--- src/domain_pkg.sv ---
// Domain transfer fabric
// Shared widths and bus types
`default_nettype none

package domain_pkg;

	////////////////////////////////////////
	// Sizes
	localparam int addr_w     = 16;  // Word address
	localparam int data_w     = 32;
	localparam int block_len  = 8;   // Words per block
	localparam int cnt_w      = 3;   // Word counter
	localparam int num_domain = 4;   // Tracker entries
	localparam int entry_w    = 2;
	localparam int num_engine = 2;   // Per kind
	localparam int num_master = 4;   // Stores 0,1 then loads 2,3
	localparam int master_w   = 2;
	localparam int mem_aw     = 8;   // Memory index bits

	////////////////////////////////////////
	// Bus and handshake types
	typedef struct packed {
		logic              cyc;
		logic              stb;
		logic              we;
		logic [addr_w-1:0] adr;
		logic [data_w-1:0] dat;
	} wb_req_t;

	typedef struct packed {
		logic              ack;
		logic [data_w-1:0] dat;
	} wb_rsp_t;

	typedef struct packed {
		logic              pending;  // Block wanted
		logic              store;    // Store or load
		logic [addr_w-1:0] base;
	} dom_req_t;

	typedef struct packed {
		logic [addr_w-1:0] base;
		logic [data_w-1:0] seed;
	} store_cmd_t;

	typedef struct packed {
		logic [addr_w-1:0] base;
		logic [data_w-1:0] sum;
	} load_result_t;

endpackage

`default_nettype wire

--- src/bus_arbiter.sv ---
// Round-robin bus arbiter
`timescale 1ns/1ps
`default_nettype none

module bus_arbiter (
	input  logic                                clock,
	input  logic                                reset,
	input  domain_pkg::dom_req_t                requests [domain_pkg::num_master],
	input  logic [domain_pkg::num_master-1:0]   eligible,
	input  logic [domain_pkg::num_master-1:0]   done,
	input  domain_pkg::wb_req_t                 master_req [domain_pkg::num_master],
	output domain_pkg::wb_rsp_t                 master_rsp [domain_pkg::num_master],
	output domain_pkg::wb_req_t                 slave_req,
	input  domain_pkg::wb_rsp_t                 slave_rsp,
	output logic [domain_pkg::num_master-1:0]   grant,
	output logic                                grant_valid,
	output logic [domain_pkg::master_w-1:0]     grant_no
);
	import domain_pkg::*;

	logic [num_master-1:0]  req_vec;
	logic [num_master-1:0]  cyc_vec;  // Masters in a bus cycle
	logic [master_w-1:0]    last_no;  // Previous winner
	logic [master_w-1:0]    cand;
	logic [master_w-1:0]    pick;
	logic                   found;

	always_comb begin
		for (int m = 0; m < num_master; m++) begin
			req_vec[m] = requests[m].pending & eligible[m];
			cyc_vec[m] = master_req[m].cyc;
		end
	end

	// Search starts just after the last winner
	always_comb begin
		pick  = last_no;
		found = 1'b0;
		cand  = last_no;
		for (int i = 1; i <= num_master; i++) begin
			cand = last_no + master_w'(i);
			if (!found && req_vec[cand]) begin
				pick  = cand;
				found = 1'b1;
			end
		end
	end

	always_ff @(posedge clock) begin
		if (reset) begin
			grant       <= '0;
			grant_valid <= 1'b0;
			grant_no    <= '0;
			last_no     <= master_w'(num_master - 1);  // Master 0 first
		end else if (grant_valid) begin
			if (done[grant_no]) begin  // Block finished
				grant       <= '0;
				grant_valid <= 1'b0;
			end
		end else if (found) begin
			grant       <= '0;
			grant[pick] <= 1'b1;
			grant_valid <= 1'b1;
			grant_no    <= pick;
			last_no     <= pick;
		end
	end

	////////////////////////////////////////
	// Bus multiplexer
	assign slave_req = grant_valid ? master_req[grant_no] : '0;

	always_comb begin
		for (int m = 0; m < num_master; m++) begin
			master_rsp[m].ack = slave_rsp.ack & grant[m];
			master_rsp[m].dat = slave_rsp.dat;
		end
	end

	// Bus cycles only from the master holding the grant
	assert property (@(posedge clock) disable iff (reset)
		(cyc_vec & ~grant) == '0);

endmodule

`default_nettype wire

--- config.mk ---
export PLATFORM = sky130hd
export DESIGN_NAME = bus_arbiter
export DESIGN_NICKNAME = d
export VERILOG_FILES = /design/src/domain_pkg.sv /design/src/bus_arbiter.sv
export SDC_FILE = /design/constraint.sdc
export NUM_CORES = 1
export LEC_CHECK = 0
export ABC_CLOCK_PERIOD_IN_PS = 5100
export BUFFER_PORTS_ARGS = -buffer_cell sky130_fd_sc_hd__buf_4
export CAP_MARGIN = 20
export CORE_AREA = 2 2 198 200
export CTS_BUF_LIST = sky130_fd_sc_hd__clkbuf_4
export DETAILED_ROUTE_END_ITERATION = 6
export DIE_AREA = 0 0 200 202
export PLACE_DENSITY = 0.31
export SKIP_LAST_GASP = 1
export SLEW_MARGIN = 30
export SYNTH_ARGS = -nofsm -noshare
export SYNTH_HDL_FRONTEND = slang
export SYNTH_SLANG_ARGS = --single-unit
--- constraint.sdc ---
create_clock -name clock -period 5.1 [get_ports clock]
set_input_delay 0.765 -clock clock [delete_from_list [all_inputs] [get_ports clock]]
set_output_delay 0.765 -clock clock [all_outputs]
set_load 0.01 [all_outputs]
## Word level (Yosys, flattened, before mapping)

Index checks and enable logic that the tools add are counted.

| cells by class | value |
|---|---|
| reductions and logical operators | 10 |
| $add $sub $neg | 3 |
| eq/ne operators | 1 |
| mux-type cells | 30 |
| bitwise operators | 10 |
| order comparisons | 8 |

Operator list:

| kind | number |
|---|---|
| 51-bit 2-to-1 mux | 3 |
| 51-bit binary-select mux with 2-bit select | 1 |
| 2-bit by 3-bit less-than comparator with 1-bit output (second input constant) | 6 |
| 1-bit 2-to-1 mux | 13 |
| 4-bit 2-to-1 mux | 3 |
| 1-bit binary-select mux with 2-bit select | 5 |
| 1-bit bitwise AND | 8 |
| 2-bit 2-to-1 mux | 4 |
| 2-bit adder (second input constant) | 2 |
| 1-bit logical AND | 4 |
| 2-bit AND reduction | 2 |
| 3-bit greater-or-equal comparator (second input constant) | 1 |
| 1-bit zero test | 3 |
| 2-bit NOT with 3-bit output | 1 |
| 2-bit by 1-bit adder with 2-bit output (second input constant) | 1 |
| 1-bit demux with 2-bit select | 1 |
| 2-bit by 1-bit greater-or-equal comparator with 1-bit output (second input constant) | 1 |
| 2-bit by 1-bit != test with 1-bit output (second input constant) | 1 |
| 2-bit nonzero test | 1 |
| 1-bit NOT | 1 |

| storage, ports and cells | value |
|---|---|
| bits of input ports | 319 |
| flip-flop bits (word level) | 9 |
| logic and storage cells | 66 |
| output and inout bits | 190 |

## Depth between registers and ports, before layout

Gate-level depths: netlist of run 1.

| logic depth | value |
|---|---|
| word-level depth | 19 |
| gate-level depth with buffers | 5 |
| gate-level depth less buffers | 4 |

## Worst setup path after synthesis of run 1

Ideal clock, no wire load.

| timing | value |
|---|---|
| path type | register -> output |
| from | register grant_no[0] (netlist bit) |
| to | output slave_req[0] (netlist bit) |
| buffers on the path | 2 |
| slack | 2.824 ns |
| required time | 4.335 ns |
| arrival time | 1.511 ns |
| stages on the path, launching flop included | 5 |
| path through | dfxtp_1 buf_6 buf_2 mux4_2 and2_1 |

RTL lines:

| element | line | source |
|---|---|---|
| start, declared | bus_arbiter.sv:17 | `output logic [domain_pkg::master_w-1:0] grant_no` |
| start signal, assigned | bus_arbiter.sv:64 | `grant_no <= pick;` |
| end, declared | bus_arbiter.sv:13 | `output domain_pkg::wb_req_t slave_req,` |

==> results of run 1 <==
## cell usage after synthesis, types with 2 or more instances
library cell    n  share of area, %
a211oi_1        3              0.75
a21o_1          2              0.50
a21oi_1         2              0.33
a32o_1          4               1.3
and2_1         55                11
and3_1          2              0.41
and3b_1         2              0.58
buf_1           3              0.37
buf_2           6               1.0
buf_4         128                32
clkbuf_1        9               1.1
dfxtp_1         9               6.0
mux4_2         52                39
nand2_1         4              0.50
nand3_1         2              0.33
nor2_1          4              0.50
nor3_1          2              0.33
o21bai_1        2              0.50
## critical path, cell delays in order, from the launching register on
cell and delay, ns:
dfxtp_4 0.63, buf_16 0.27, buf_4 0.27, mux4_2 0.51, and2_1 0.18, buf_4 0.14
## power groups by stage
stage / sequential (mW) / combinational [mW] / clock, mW
floorplan: 0.0870 / 0.382 / 0
global placement: 0.140 / 0.509 / 0
detailed placement: 0.122 / 0.533 / 0
CTS: 0.120 / 0.534 / 0.0633
global route: 0.123 / 0.566 / 0.0671
finish: 0.116 / 0.519 / 0.0603
## per-stage QoR
step	util, %	setup slack (ns)	instance area [um^2]
3_5_place_dp	12.5	2.18	4780
3_3_place_gp	12.4	1.97	4750
6_report	12.6	2.00	4810
4_1_cts	12.6	1.89	4810
5_1_grt	12.6	1.79	4810
2_1_floorplan	-	2.82	3020
## sequential cells by signal, indices dropped and copies added, names as in the netlist
| name | flops |
|---|---|
| grant_no | 2 |
| grant | 4 |
| last_no | 2 |
| grant_valid | 1 |
## logic make-up (layout without fill, tap and decap cells)
| family | Yosys count | count (layout) | share of synthesized area (%) |
|---|---|---|---|
| DFF | 9 | 9 | 5.98 |
| and+or+nand+nor | 75 | 75 | 15.4 |
| buffers and inverters | 147 | 289 | 34.7 |
| AOI/OAI and AO/OA | 19 | 19 | 5.10 |
| muxes | 52 | 52 | 38.8 |
## cell usage in the layout (no fill, tap or decap), types with 3 or more instances in the layout
master      n
a211oi_1    3
a32o_1      4
and2_1     55
buf_4     284
clkbuf_4    4
dfxtp_1     6
mux4_2     52
nand2_1     4
nor2_1      4
## area by class of cell
cell class | count | area, um^2
Clock buffer | 4 | 30.0
Fill cell | 4363 | 33500
Multi-Input combinational cell | 146 | 1790
Sequential cell | 9 | 186
Tap cell | 518 | 648
Timing Repair Buffer | 285 | 2160
## how the worst min path moves through the flow
stage / startpoint / to / slack, ns / cells after the start
2_1_floorplan: grant[0]$_SDFFE_PP0P_ / grant[0]$_SDFFE_PP0P_ / 0.52 / 1
3_3_place_gp: grant[1]$_SDFFE_PP0P_ / grant[1]$_SDFFE_PP0P_ / 0.49 / 1
3_5_place_dp: grant[3]$_SDFFE_PP0P_ / grant[3]$_SDFFE_PP0P_ / 0.50 / 1
4_1_cts: grant[1]$_SDFFE_PP0P_ / grant[1]$_SDFFE_PP0P_ / 0.52 / 1
5_1_grt: grant[2]$_SDFFE_PP0P_ / grant[2]$_SDFFE_PP0P_ / 0.55 / 1
6_report: grant[0]$_SDFFE_PP0P_ / grant[0]$_SDFFE_PP0P_ / 0.52 / 1
## per-layer routing
| layer | routed length, um | global-route usage (%) | share of wire [%] | vias up |
|---|---|---|---|---|
| met5 | 0 | 0 | 0 | - |
| met4 | 170 | 1.06 | 1.2 | 0 |
| met3 | 1670 | 2.47 | 12 | 15 |
| met2 | 7110 | 11.8 | 50 | 185 |
| met1 | 5170 | 6.84 | 37 | 1272 |
| li1 | - | - | - | 1251 |
==> flow_metrics.env, run 1 <==
export IMPL_run_status="finished, final reports clean"
export IMPL_clock_fmax_ghz=0.323
export IMPL_dieWidth_um=200
export IMPL_finalCriticalPeriod_ns=3.10
export IMPL_drtAntennaViolNets=0
export IMPL_antenna_found_initial=0
export IMPL_rsz0062_at_grt="no"
export IMPL_core_area_um2=38300
export IMPL_comb_power_share_pct=74.7
export IMPL_drv_cap=0
export IMPL_yosys_warnings=0
export IMPL_crit_end="slave_req[43]"
export IMPL_start_util_pct=7.88
export IMPL_ys_ff_latch=9
export IMPL_finalSetupViolations=0
export IMPL_critPathRequiredTime_ns=4.34
export IMPL_clockBufferDepth=2
export IMPL_wirelength_um=14100
export IMPL_cts_hold_buf=0
export IMPL_stdcell_count=962
export IMPL_vias=2723
export IMPL_globalplace_congestion=0.684
export IMPL_period_share_pct=60.7
export IMPL_crit_type="reg -> out"
export IMPL_die_area_um2=40400
export IMPL_p_sw_share_pct=35.0
export IMPL_row_count=72
export IMPL_power_mw=0.695
export IMPL_slew_limit_headroom_pct=55.1
export IMPL_p_sw_mw=0.243
export IMPL_grt_total_usage_pct=6.35
export IMPL_clk_pin_slew_ns=0.06
export IMPL_p_leak_nw=2.05
export IMPL_cts_sinks=9
export IMPL_ys_dominant_reg_cell="dfxtp_1"
export IMPL_drt_first_pass_iters=4
export IMPL_netlist_instances=302
export IMPL_worstReg2RegStart="grant_no[0]$_SDFFE_PP0P_"
export IMPL_cts_resized_gates=0
export IMPL_cp_start_kind="flop"
export IMPL_globalRouteOverflowTotal=0
export IMPL_viasPerCell=2.83
export IMPL_powerDensity_nw_per_um2=144
export IMPL_hold_path_class="reg -> reg"
export IMPL_cts_tree="built"
export IMPL_seqPwrFrac_pct=16.6
export IMPL_grt_max_degree=40
export IMPL_rrSetupSlack_ns=3.24
export IMPL_grt_pass1_vias=2967
export IMPL_drc_errors=0
export IMPL_power_frac_clock_pct=8.7
export IMPL_fin_worst_skew_ns=0.00328
export IMPL_drt_iter0_markers=46
export IMPL_finalHoldViolations=0
export IMPL_crit_path_start="grant_no[0]$_SDFFE_PP0P_"
export IMPL_fin_nets=764
export IMPL_numCtsBuffers=3
export IMPL_internal_power_mw=0.452
export IMPL_reg2regPathDepth=4
export IMPL_crit_path_max_fanout=26
export IMPL_post_cts_buffers=0
export IMPL_htreeDepth=1
export IMPL_tns_ns=0
export IMPL_ys_seq_area_share_pct=5.98
export IMPL_tightest_slew_ns=0.674
export IMPL_routedWlPerCell_um=14.7
export IMPL_hpwl_um=12100
export IMPL_avgSynthCellArea_um2=9.98
export IMPL_grt_pass1_wl_um=19200
export IMPL_synth_nets=621
export IMPL_clock_latency_ns=0.26
export IMPL_syn_to_final_growth_pct=59.6
export IMPL_worstSetupEndpointType="output pin"
export IMPL_ios=509
export IMPL_finalMaxSlewViolations=0
export IMPL_root_buffer="clkbuf_4"
export IMPL_diodes=0
export IMPL_r2r_end="grant[1]$_SDFFE_PP0P_"
export IMPL_synth_edf_count=0
export IMPL_synthArstFlopShare_pct=0
export IMPL_synth_distinct_cells=29
export IMPL_arrival_ns=2.33
export IMPL_syn_cell_area_um2=3020
export IMPL_layout_drive_gt1_share_pct=78.2
export IMPL_portBuffers=280
export IMPL_die_h_um=202
export IMPL_holdWs_ns=0.517
export IMPL_dp_cells=958
export IMPL_ir_drop_mv=0.0756
(Power assumes the default switching activity.)
==> run 2: changes to the inputs <==
ABC_AREA = 1   (was default)
ABC_CLOCK_PERIOD_IN_PS = 2830   (was 5100)
CORE_AREA = 2 2 197 199   (was 2 2 198 200)
DIE_AREA = 0 0 199 201   (was 0 0 200 202)
PLACE_DENSITY = 0.34   (was 0.31)
clock period = 2.83 ns   (was 5.1 ns; I/O delays follow)
==> run 2 against run 1 <==
Compared with the run above:
- critical path depth is 1 higher
- via count up 58%
- setup slack lost 1.5 ns
- critical path type unchanged
==> flow_metrics.env, run 2 <==
export IMPL_run_status="finished, final reports clean"
export IMPL_yosys_warnings=0
export IMPL_finalCriticalPeriod_ns=2.33
export IMPL_synth_edf_count=0
export IMPL_finalMaxSlewViolations=0
export IMPL_rrSetupSlack_ns=0.84
export IMPL_power_frac_clock_pct=3.2
export IMPL_fin_ws_ns=0.499
export IMPL_grt_total_usage_pct=8.35
export IMPL_worstSetupEndpointType="output pin"
export IMPL_wirelength_um=18300
export IMPL_p_leak_nw=2.42
export IMPL_reg_top3="grant: 4 flops, grant_no: 2 flops, last_no: 2 flops"
export IMPL_fin_util_pct=13.6
export IMPL_layout_commonest_cell="buf_4"
export IMPL_drv_cap=0
export IMPL_cts_sinks=9
export IMPL_netlist_instances=647
export IMPL_synth_top_area_share_pct=28.2
export IMPL_root_buffer="clkbuf_4"
export IMPL_start_util_pct=8.93
export IMPL_ys_dominant_reg_cell="dfxtp_1"
export IMPL_crit_family="flip-flops"
export IMPL_ir_drop_mv=0.318
export IMPL_p_sw_mw=2.06
export IMPL_fin_worst_skew_ns=0.00116
export IMPL_largest_reg_flops=4
export IMPL_htreeDepth=1
export IMPL_fillers=4528
export IMPL_slowest_stage="dfxtp_2"
export IMPL_ios=509
export IMPL_critPathRequiredTime_ns=2.41
export IMPL_comb_power_share_pct=88.9
export IMPL_portBuffers=280
export IMPL_ys_seq_area_share_pct=5.29
export IMPL_clk_pin_slew_ns=0.07
export IMPL_critical_path_max_stage_delay_ns=0.64
export IMPL_drt_first_pass_iters=4
export IMPL_grt_max_degree=61
export IMPL_syn_cell_area_um2=3400
export IMPL_rsz0062_at_grt="no"
export IMPL_crit_type="reg -> out"
export IMPL_finalHoldViolations=0
export IMPL_cp_start_kind="flop"
export IMPL_drtAntennaViolNets=0
export IMPL_viasPerCell=3.33
export IMPL_powerDensity_nw_per_um2=689
export IMPL_r2r_end="last_no[0]$_SDFFE_PP1P_"
export IMPL_cts_hold_buf=0
export IMPL_globalRouteOverflowTotal=0
export IMPL_path_buf_inv=3
export IMPL_synthMostInstantiatedCell="nor2_1"
export IMPL_arrival_ns=1.91
export IMPL_netlist_top_cells_area="buf_4, nor2_1, o21ai_0"
export IMPL_p_sw_share_pct=57.7
export IMPL_vias=4303
export IMPL_dieWidth_um=199
export IMPL_holdCritStartpoint="reset"
export IMPL_layout_drive_gt1_share_pct=41.9
export IMPL_seqPwrFrac_pct=7.9
export IMPL_reg2regPathDepth=11
export IMPL_grt_pass1_vias=4366
export IMPL_internal_power_mw=1.51
export IMPL_dpl_worst_slack_ns=0.750
export IMPL_hold_path_class="in -> reg"
export IMPL_cts_tree="built"
export IMPL_finalSetupViolations=0
export IMPL_regMostFlops="grant"
export IMPL_hpwl_um=14600
export IMPL_core_area_um2=38100
export IMPL_drt_iter0_markers=133
export IMPL_post_cts_buffers=0
export IMPL_synth_area_leader_cell="buf_4"
export IMPL_path_cells="inv_2 -> buf_4 -> nor2_1 -> o21ai_0 -> a21oi_1 -> buf_4"
export IMPL_multiInputGateArea_um2=2030
export IMPL_row_count=72
export IMPL_crit_path_max_fanout=30
export IMPL_whs_endpoint="grant[0]$_SDFFE_PP0P_"
export IMPL_globalplace_congestion=0.751
export IMPL_diodes=0
export IMPL_routedWlPerCell_um=14.1
export IMPL_numCtsBuffers=3
export IMPL_slew_limit_headroom_pct=58.6
export IMPL_synth_distinct_cells=22
export IMPL_syn_to_final_growth_pct=51.9
export IMPL_ys_ff_latch=9
export IMPL_clock_fmax_ghz=0.429
export IMPL_grt_pass1_wl_um=25700
export IMPL_tightest_slew_ns=0.620
export IMPL_yosys_top_cells_count="nor2_1, buf_4, o21ai_0, a21oi_1, nand2_1"
export IMPL_layout_common_cells="buf_4, nor2_1, o21ai_0"
export IMPL_clock_latency_ns=0.27
export IMPL_synthArstFlopShare_pct=0
export IMPL_cts_resized_gates=0
export IMPL_period_share_pct=82.4
export IMPL_holdPathStages=2
export IMPL_synth_nets=966
export IMPL_fin_nets=1093
export IMPL_register_area_um2=185
export IMPL_die_area_um2=40000
export IMPL_drc_errors=0
export IMPL_avgSynthCellArea_um2=5.26
export IMPL_path_common_cell="buf_4"
export IMPL_worstReg2RegStart="last_no[0]$_SDFFE_PP1P_"
export IMPL_antenna_found_initial=0
export IMPL_clockBufferDepth=2
export IMPL_die_h_um=201
export IMPL_tns_ns=0
[run 2: changes by cell type in the layout (fill, tap and decap cells not counted), sizes merged, moves of 4 or more]
cell   before  now
and2       55    0
nor2        4  214
a32o        4    0
a21oi       3   59
o21ai       1  108
nand3       2   19
inv         0   13
mux4       52    0
nand2       4   52
buf       285  292
[run 2: logic make-up after synthesis]
kind of cell / Yosys count / synth area share, %
compound gates: 168 / 25.1
buf+inv: 184 / 35.2
flops: 9 / 5.29
simple gates: 286 / 34.4
[run 2: worst max-delay path by stage]
stage / startpoint / to / cells past startpoint
2_1_floorplan: grant_no[0]$_SDFFE_PP0P_ / slave_req[10] / 6
3_3_place_gp: grant_no[1]$_SDFFE_PP0P_ / slave_req[33] / 6
3_5_place_dp: grant_no[1]$_SDFFE_PP0P_ / slave_req[33] / 6
4_1_cts: grant_no[1]$_SDFFE_PP0P_ / slave_req[33] / 6
5_1_grt: grant_no[1]$_SDFFE_PP0P_ / slave_req[43] / 6
6_report: grant_no[1]$_SDFFE_PP0P_ / slave_req[43] / 6
[run 2: per-stage QoR]
stage	power [mW]	std cells	instance area, um^2	hold WS, ns
after floorplan	2.27	647	3400	0.517
after global placement	3.56	1287	5140	0.521
after detailed placement	3.52	1287	5140	0.517
after CTS	3.64	1291	5170	0.391
after global routing	3.96	1291	5170	0.386
final	3.56	1291	5170	0.394
[run 2: cell type report]
cell class / count / share of cell area [%]
Timing Repair Buffer: 292 / 43.1
Multi-Input combinational cell: 454 / 39.2
Clock buffer: 4 / 0.581
Tap cell: 518 / 12.5
Sequential cell: 9 / 3.58
Inverter: 14 / 1.04
[run 2: routing by layer]
| layer | share of wire (%) | up-vias | GRT usage (%) |
|---|---|---|---|
| met4 | 2.1 | 0 | 1.79 |
| li1 | - | 2206 | - |
| met5 | 0 | - | 0 |
| met2 | 50 | 192 | 15.3 |
| met1 | 41 | 1864 | 9.86 |
| met3 | 7.1 | 41 | 1.81 |
[run 2: worst reg2reg max path, stage by stage (launching register included)]
cell,delay (ns)
dfxtp_1,0.58
inv_2,0.19
nand3_1,0.14
nand3_1,0.11
nand2_1,0.16
nand2_2,0.08
nor2_2,0.09
nand2_2,0.06
nand2_2,0.22
nor2_2,0.10
nor2_1,0.09
o21ai_1,0.06
[run 2: power groups by stage]
stage	combinational, mW	sequential, mW	clock, mW
after floorplan	2.04	0.229	0
after global placement	3.28	0.284	0
after detailed placement	3.23	0.286	0
after CTS	3.24	0.284	0.116
after global routing	3.54	0.295	0.127
final	3.17	0.282	0.116
==> run 3: changes to the inputs <==
ABC_CLOCK_PERIOD_IN_PS = 2150   (was 2830)
CORE_AREA = 2 2 198 200   (was 2 2 197 199)
DIE_AREA = 0 0 200 202   (was 0 0 199 201)
PLACE_DENSITY = 0.32   (was 0.34)
clock period = 2.15 ns   (was 2.83 ns; I/O delays follow)
==> run 3 against run 2 <==
Compared with the run above:
- sequential power rose by 13%
- largest cell class unchanged
- non-clock buffer count did not move
- critical path type unchanged
- first-iteration DRC count grew 6.0%
- worst hold slack got worse by 0.094 ns
==> flow_metrics.env, run 3 (synthesis results as in run 2) <==
export IMPL_clock_fmax_ghz=0.488
export IMPL_fin_worst_skew_ns=0.00194
export IMPL_clk_pin_slew_ns=0.07
export IMPL_crit_type="reg -> out"
export IMPL_dieWidth_um=200
export IMPL_row_count=72
export IMPL_die_h_um=202
export IMPL_stdcell_count=1291
export IMPL_grt_total_usage_pct=8.14
export IMPL_drt_first_pass_iters=4
export IMPL_post_cts_buffers=0
export IMPL_drv_cap=0
export IMPL_viasPerCell=3.30
export IMPL_layout_drive_gt1_share_pct=42.0
export IMPL_ir_drop_mv=0.485
export IMPL_ios=509
export IMPL_finalSetupViolations=0
export IMPL_start_util_pct=8.89
export IMPL_clockBufferDepth=2
export IMPL_hold_path_class="in -> reg"
export IMPL_p_leak_nw=2.44
export IMPL_reg_top3="grant: 4 flops, grant_no: 2 flops, last_no: 2 flops"
export IMPL_globalRouteOverflowTotal=0
export IMPL_dp_cells=1287
export IMPL_largest_reg_flops=4
export IMPL_tns_ns=0
export IMPL_cp_start_kind="flop"
export IMPL_finalCriticalPeriod_ns=2.05
export IMPL_syn_to_final_growth_pct=53.0
export IMPL_power_mw=4.73
export IMPL_tightest_slew_ns=0.496
export IMPL_grt_max_degree=60
export IMPL_cts_sinks=9
export IMPL_period_share_pct=95.3
export IMPL_drc_errors=0
export IMPL_core_area_um2=38300
export IMPL_crit_path_max_fanout=59
export IMPL_vias=4266
export IMPL_rsz0062_at_grt="yes"
export IMPL_fin_nets=1093
export IMPL_regMostFlops="grant"
export IMPL_arrival_ns=1.73
export IMPL_finalHoldViolations=0
export IMPL_clock_latency_ns=0.26
export IMPL_wirelength_um=17900
export IMPL_globalplace_congestion=0.708
export IMPL_layout_commonest_cell="buf_4"
export IMPL_drtAntennaViolNets=0
export IMPL_cts_hold_buf=0
export IMPL_numCtsBuffers=3
export IMPL_die_area_um2=40400
export IMPL_grt_pass1_wl_um=25500
export IMPL_portBuffers=280
export IMPL_fin_ws_ns=0.102
export IMPL_critPathRequiredTime_ns=1.83
export IMPL_antenna_found_initial=0
export IMPL_dpl_worst_slack_ns=-0.180
export IMPL_drt_iter0_markers=141
export IMPL_routedWlPerCell_um=13.9
export IMPL_grt_pass1_vias=4246
export IMPL_diodes=0
export IMPL_root_buffer="clkbuf_4"
export IMPL_slew_limit_headroom_pct=66.9
export IMPL_htreeDepth=1
export IMPL_finalMaxSlewViolations=0
export IMPL_run_status="finished, final reports clean"
export IMPL_holdPathStages=2
export IMPL_cts_tree="built"
export IMPL_worstSetupEndpointType="output pin"
export IMPL_layout_common_cells="buf_4, nor2_1, o21ai_0"
export IMPL_hpwl_um=14000
export IMPL_fin_util_pct=13.6
export IMPL_powerDensity_nw_per_um2=909
export IMPL_reg2regPathDepth=10
==> run 3: cell count changes in the layout (fill, tap and decap cells not counted), sizes merged <==
cell / previous run / this run
clkbuf: 4 / 5
buf: 292 / 291
==> run 3: final timing paths <==
path                                          startpoint               endpoint  slack, ns
worst min-delay path                               reset  grant[2]$_SDFFE_PP0P_       0.30
worst max register to register   last_no[0]$_SDFFE_PP1P_  grant[1]$_SDFFE_PP0P_       0.37
worst min register to register     grant[1]$_SDFFE_PP0P_  grant[1]$_SDFFE_PP0P_       0.52
worst max-delay path            grant_no[0]$_SDFFE_PP0P_          slave_req[30]       0.10
==> run 3: where the power goes <==
| group | switching, mW | total (mW) | internal [mW] |
|---|---|---|---|
| Combinational | 2.55 | 4.27 | 1.72 |
| Sequential | 0.0807 | 0.319 | 0.238 |
| Clock | 0.0621 | 0.146 | 0.0842 |
| Total | 2.70 | 4.73 | 2.04 |
==> run 3: critical path, stage by stage (launching register included) <==
cell and delay, ns:
dfxtp_4 0.39, buf_16 0.24, nor2_1 0.08, nor2_1 0.08, o21ai_0 0.11, buf_4 0.17
a21oi_1 0.18, buf_4 0.15
==> run 3: area by class of cell <==
cell class	instances	area, um^2
clock buffer	4	30.0
sequential	9	185
inverter	14	57.6
timing repair buffer	292	2260
tap	518	648
multi-input combinational	454	2030
fill	4497	33100
==> run 3: layer usage <==
layer / vias up / wire length (um) / GRT usage (%)
li1: 2205 / - / -
met1: 1822 / 6990 / 9.44
met2: 189 / 8920 / 14.7
met3: 50 / 1540 / 2.05
met4: 0 / 466 / 2.12
met5: - / 0 / 0
==> run 3: per-stage QoR <==
| step | hold WS [ns] | cell area, um^2 |
|---|---|---|
| 2_1_floorplan | 0.517 | 3400 |
| 3_3_place_gp | 0.525 | 5150 |
| 3_5_place_dp | 0.520 | 5150 |
| 4_1_cts | 0.298 | 5200 |
| 5_1_grt | 0.292 | 5210 |
| 6_report | 0.299 | 5210 |
==> run 3: repair_timing <==
item	4_1_cts	5_1_grt
resized for setup	6	2
setup endpoints to repair	3	2
gates cloned	0	0
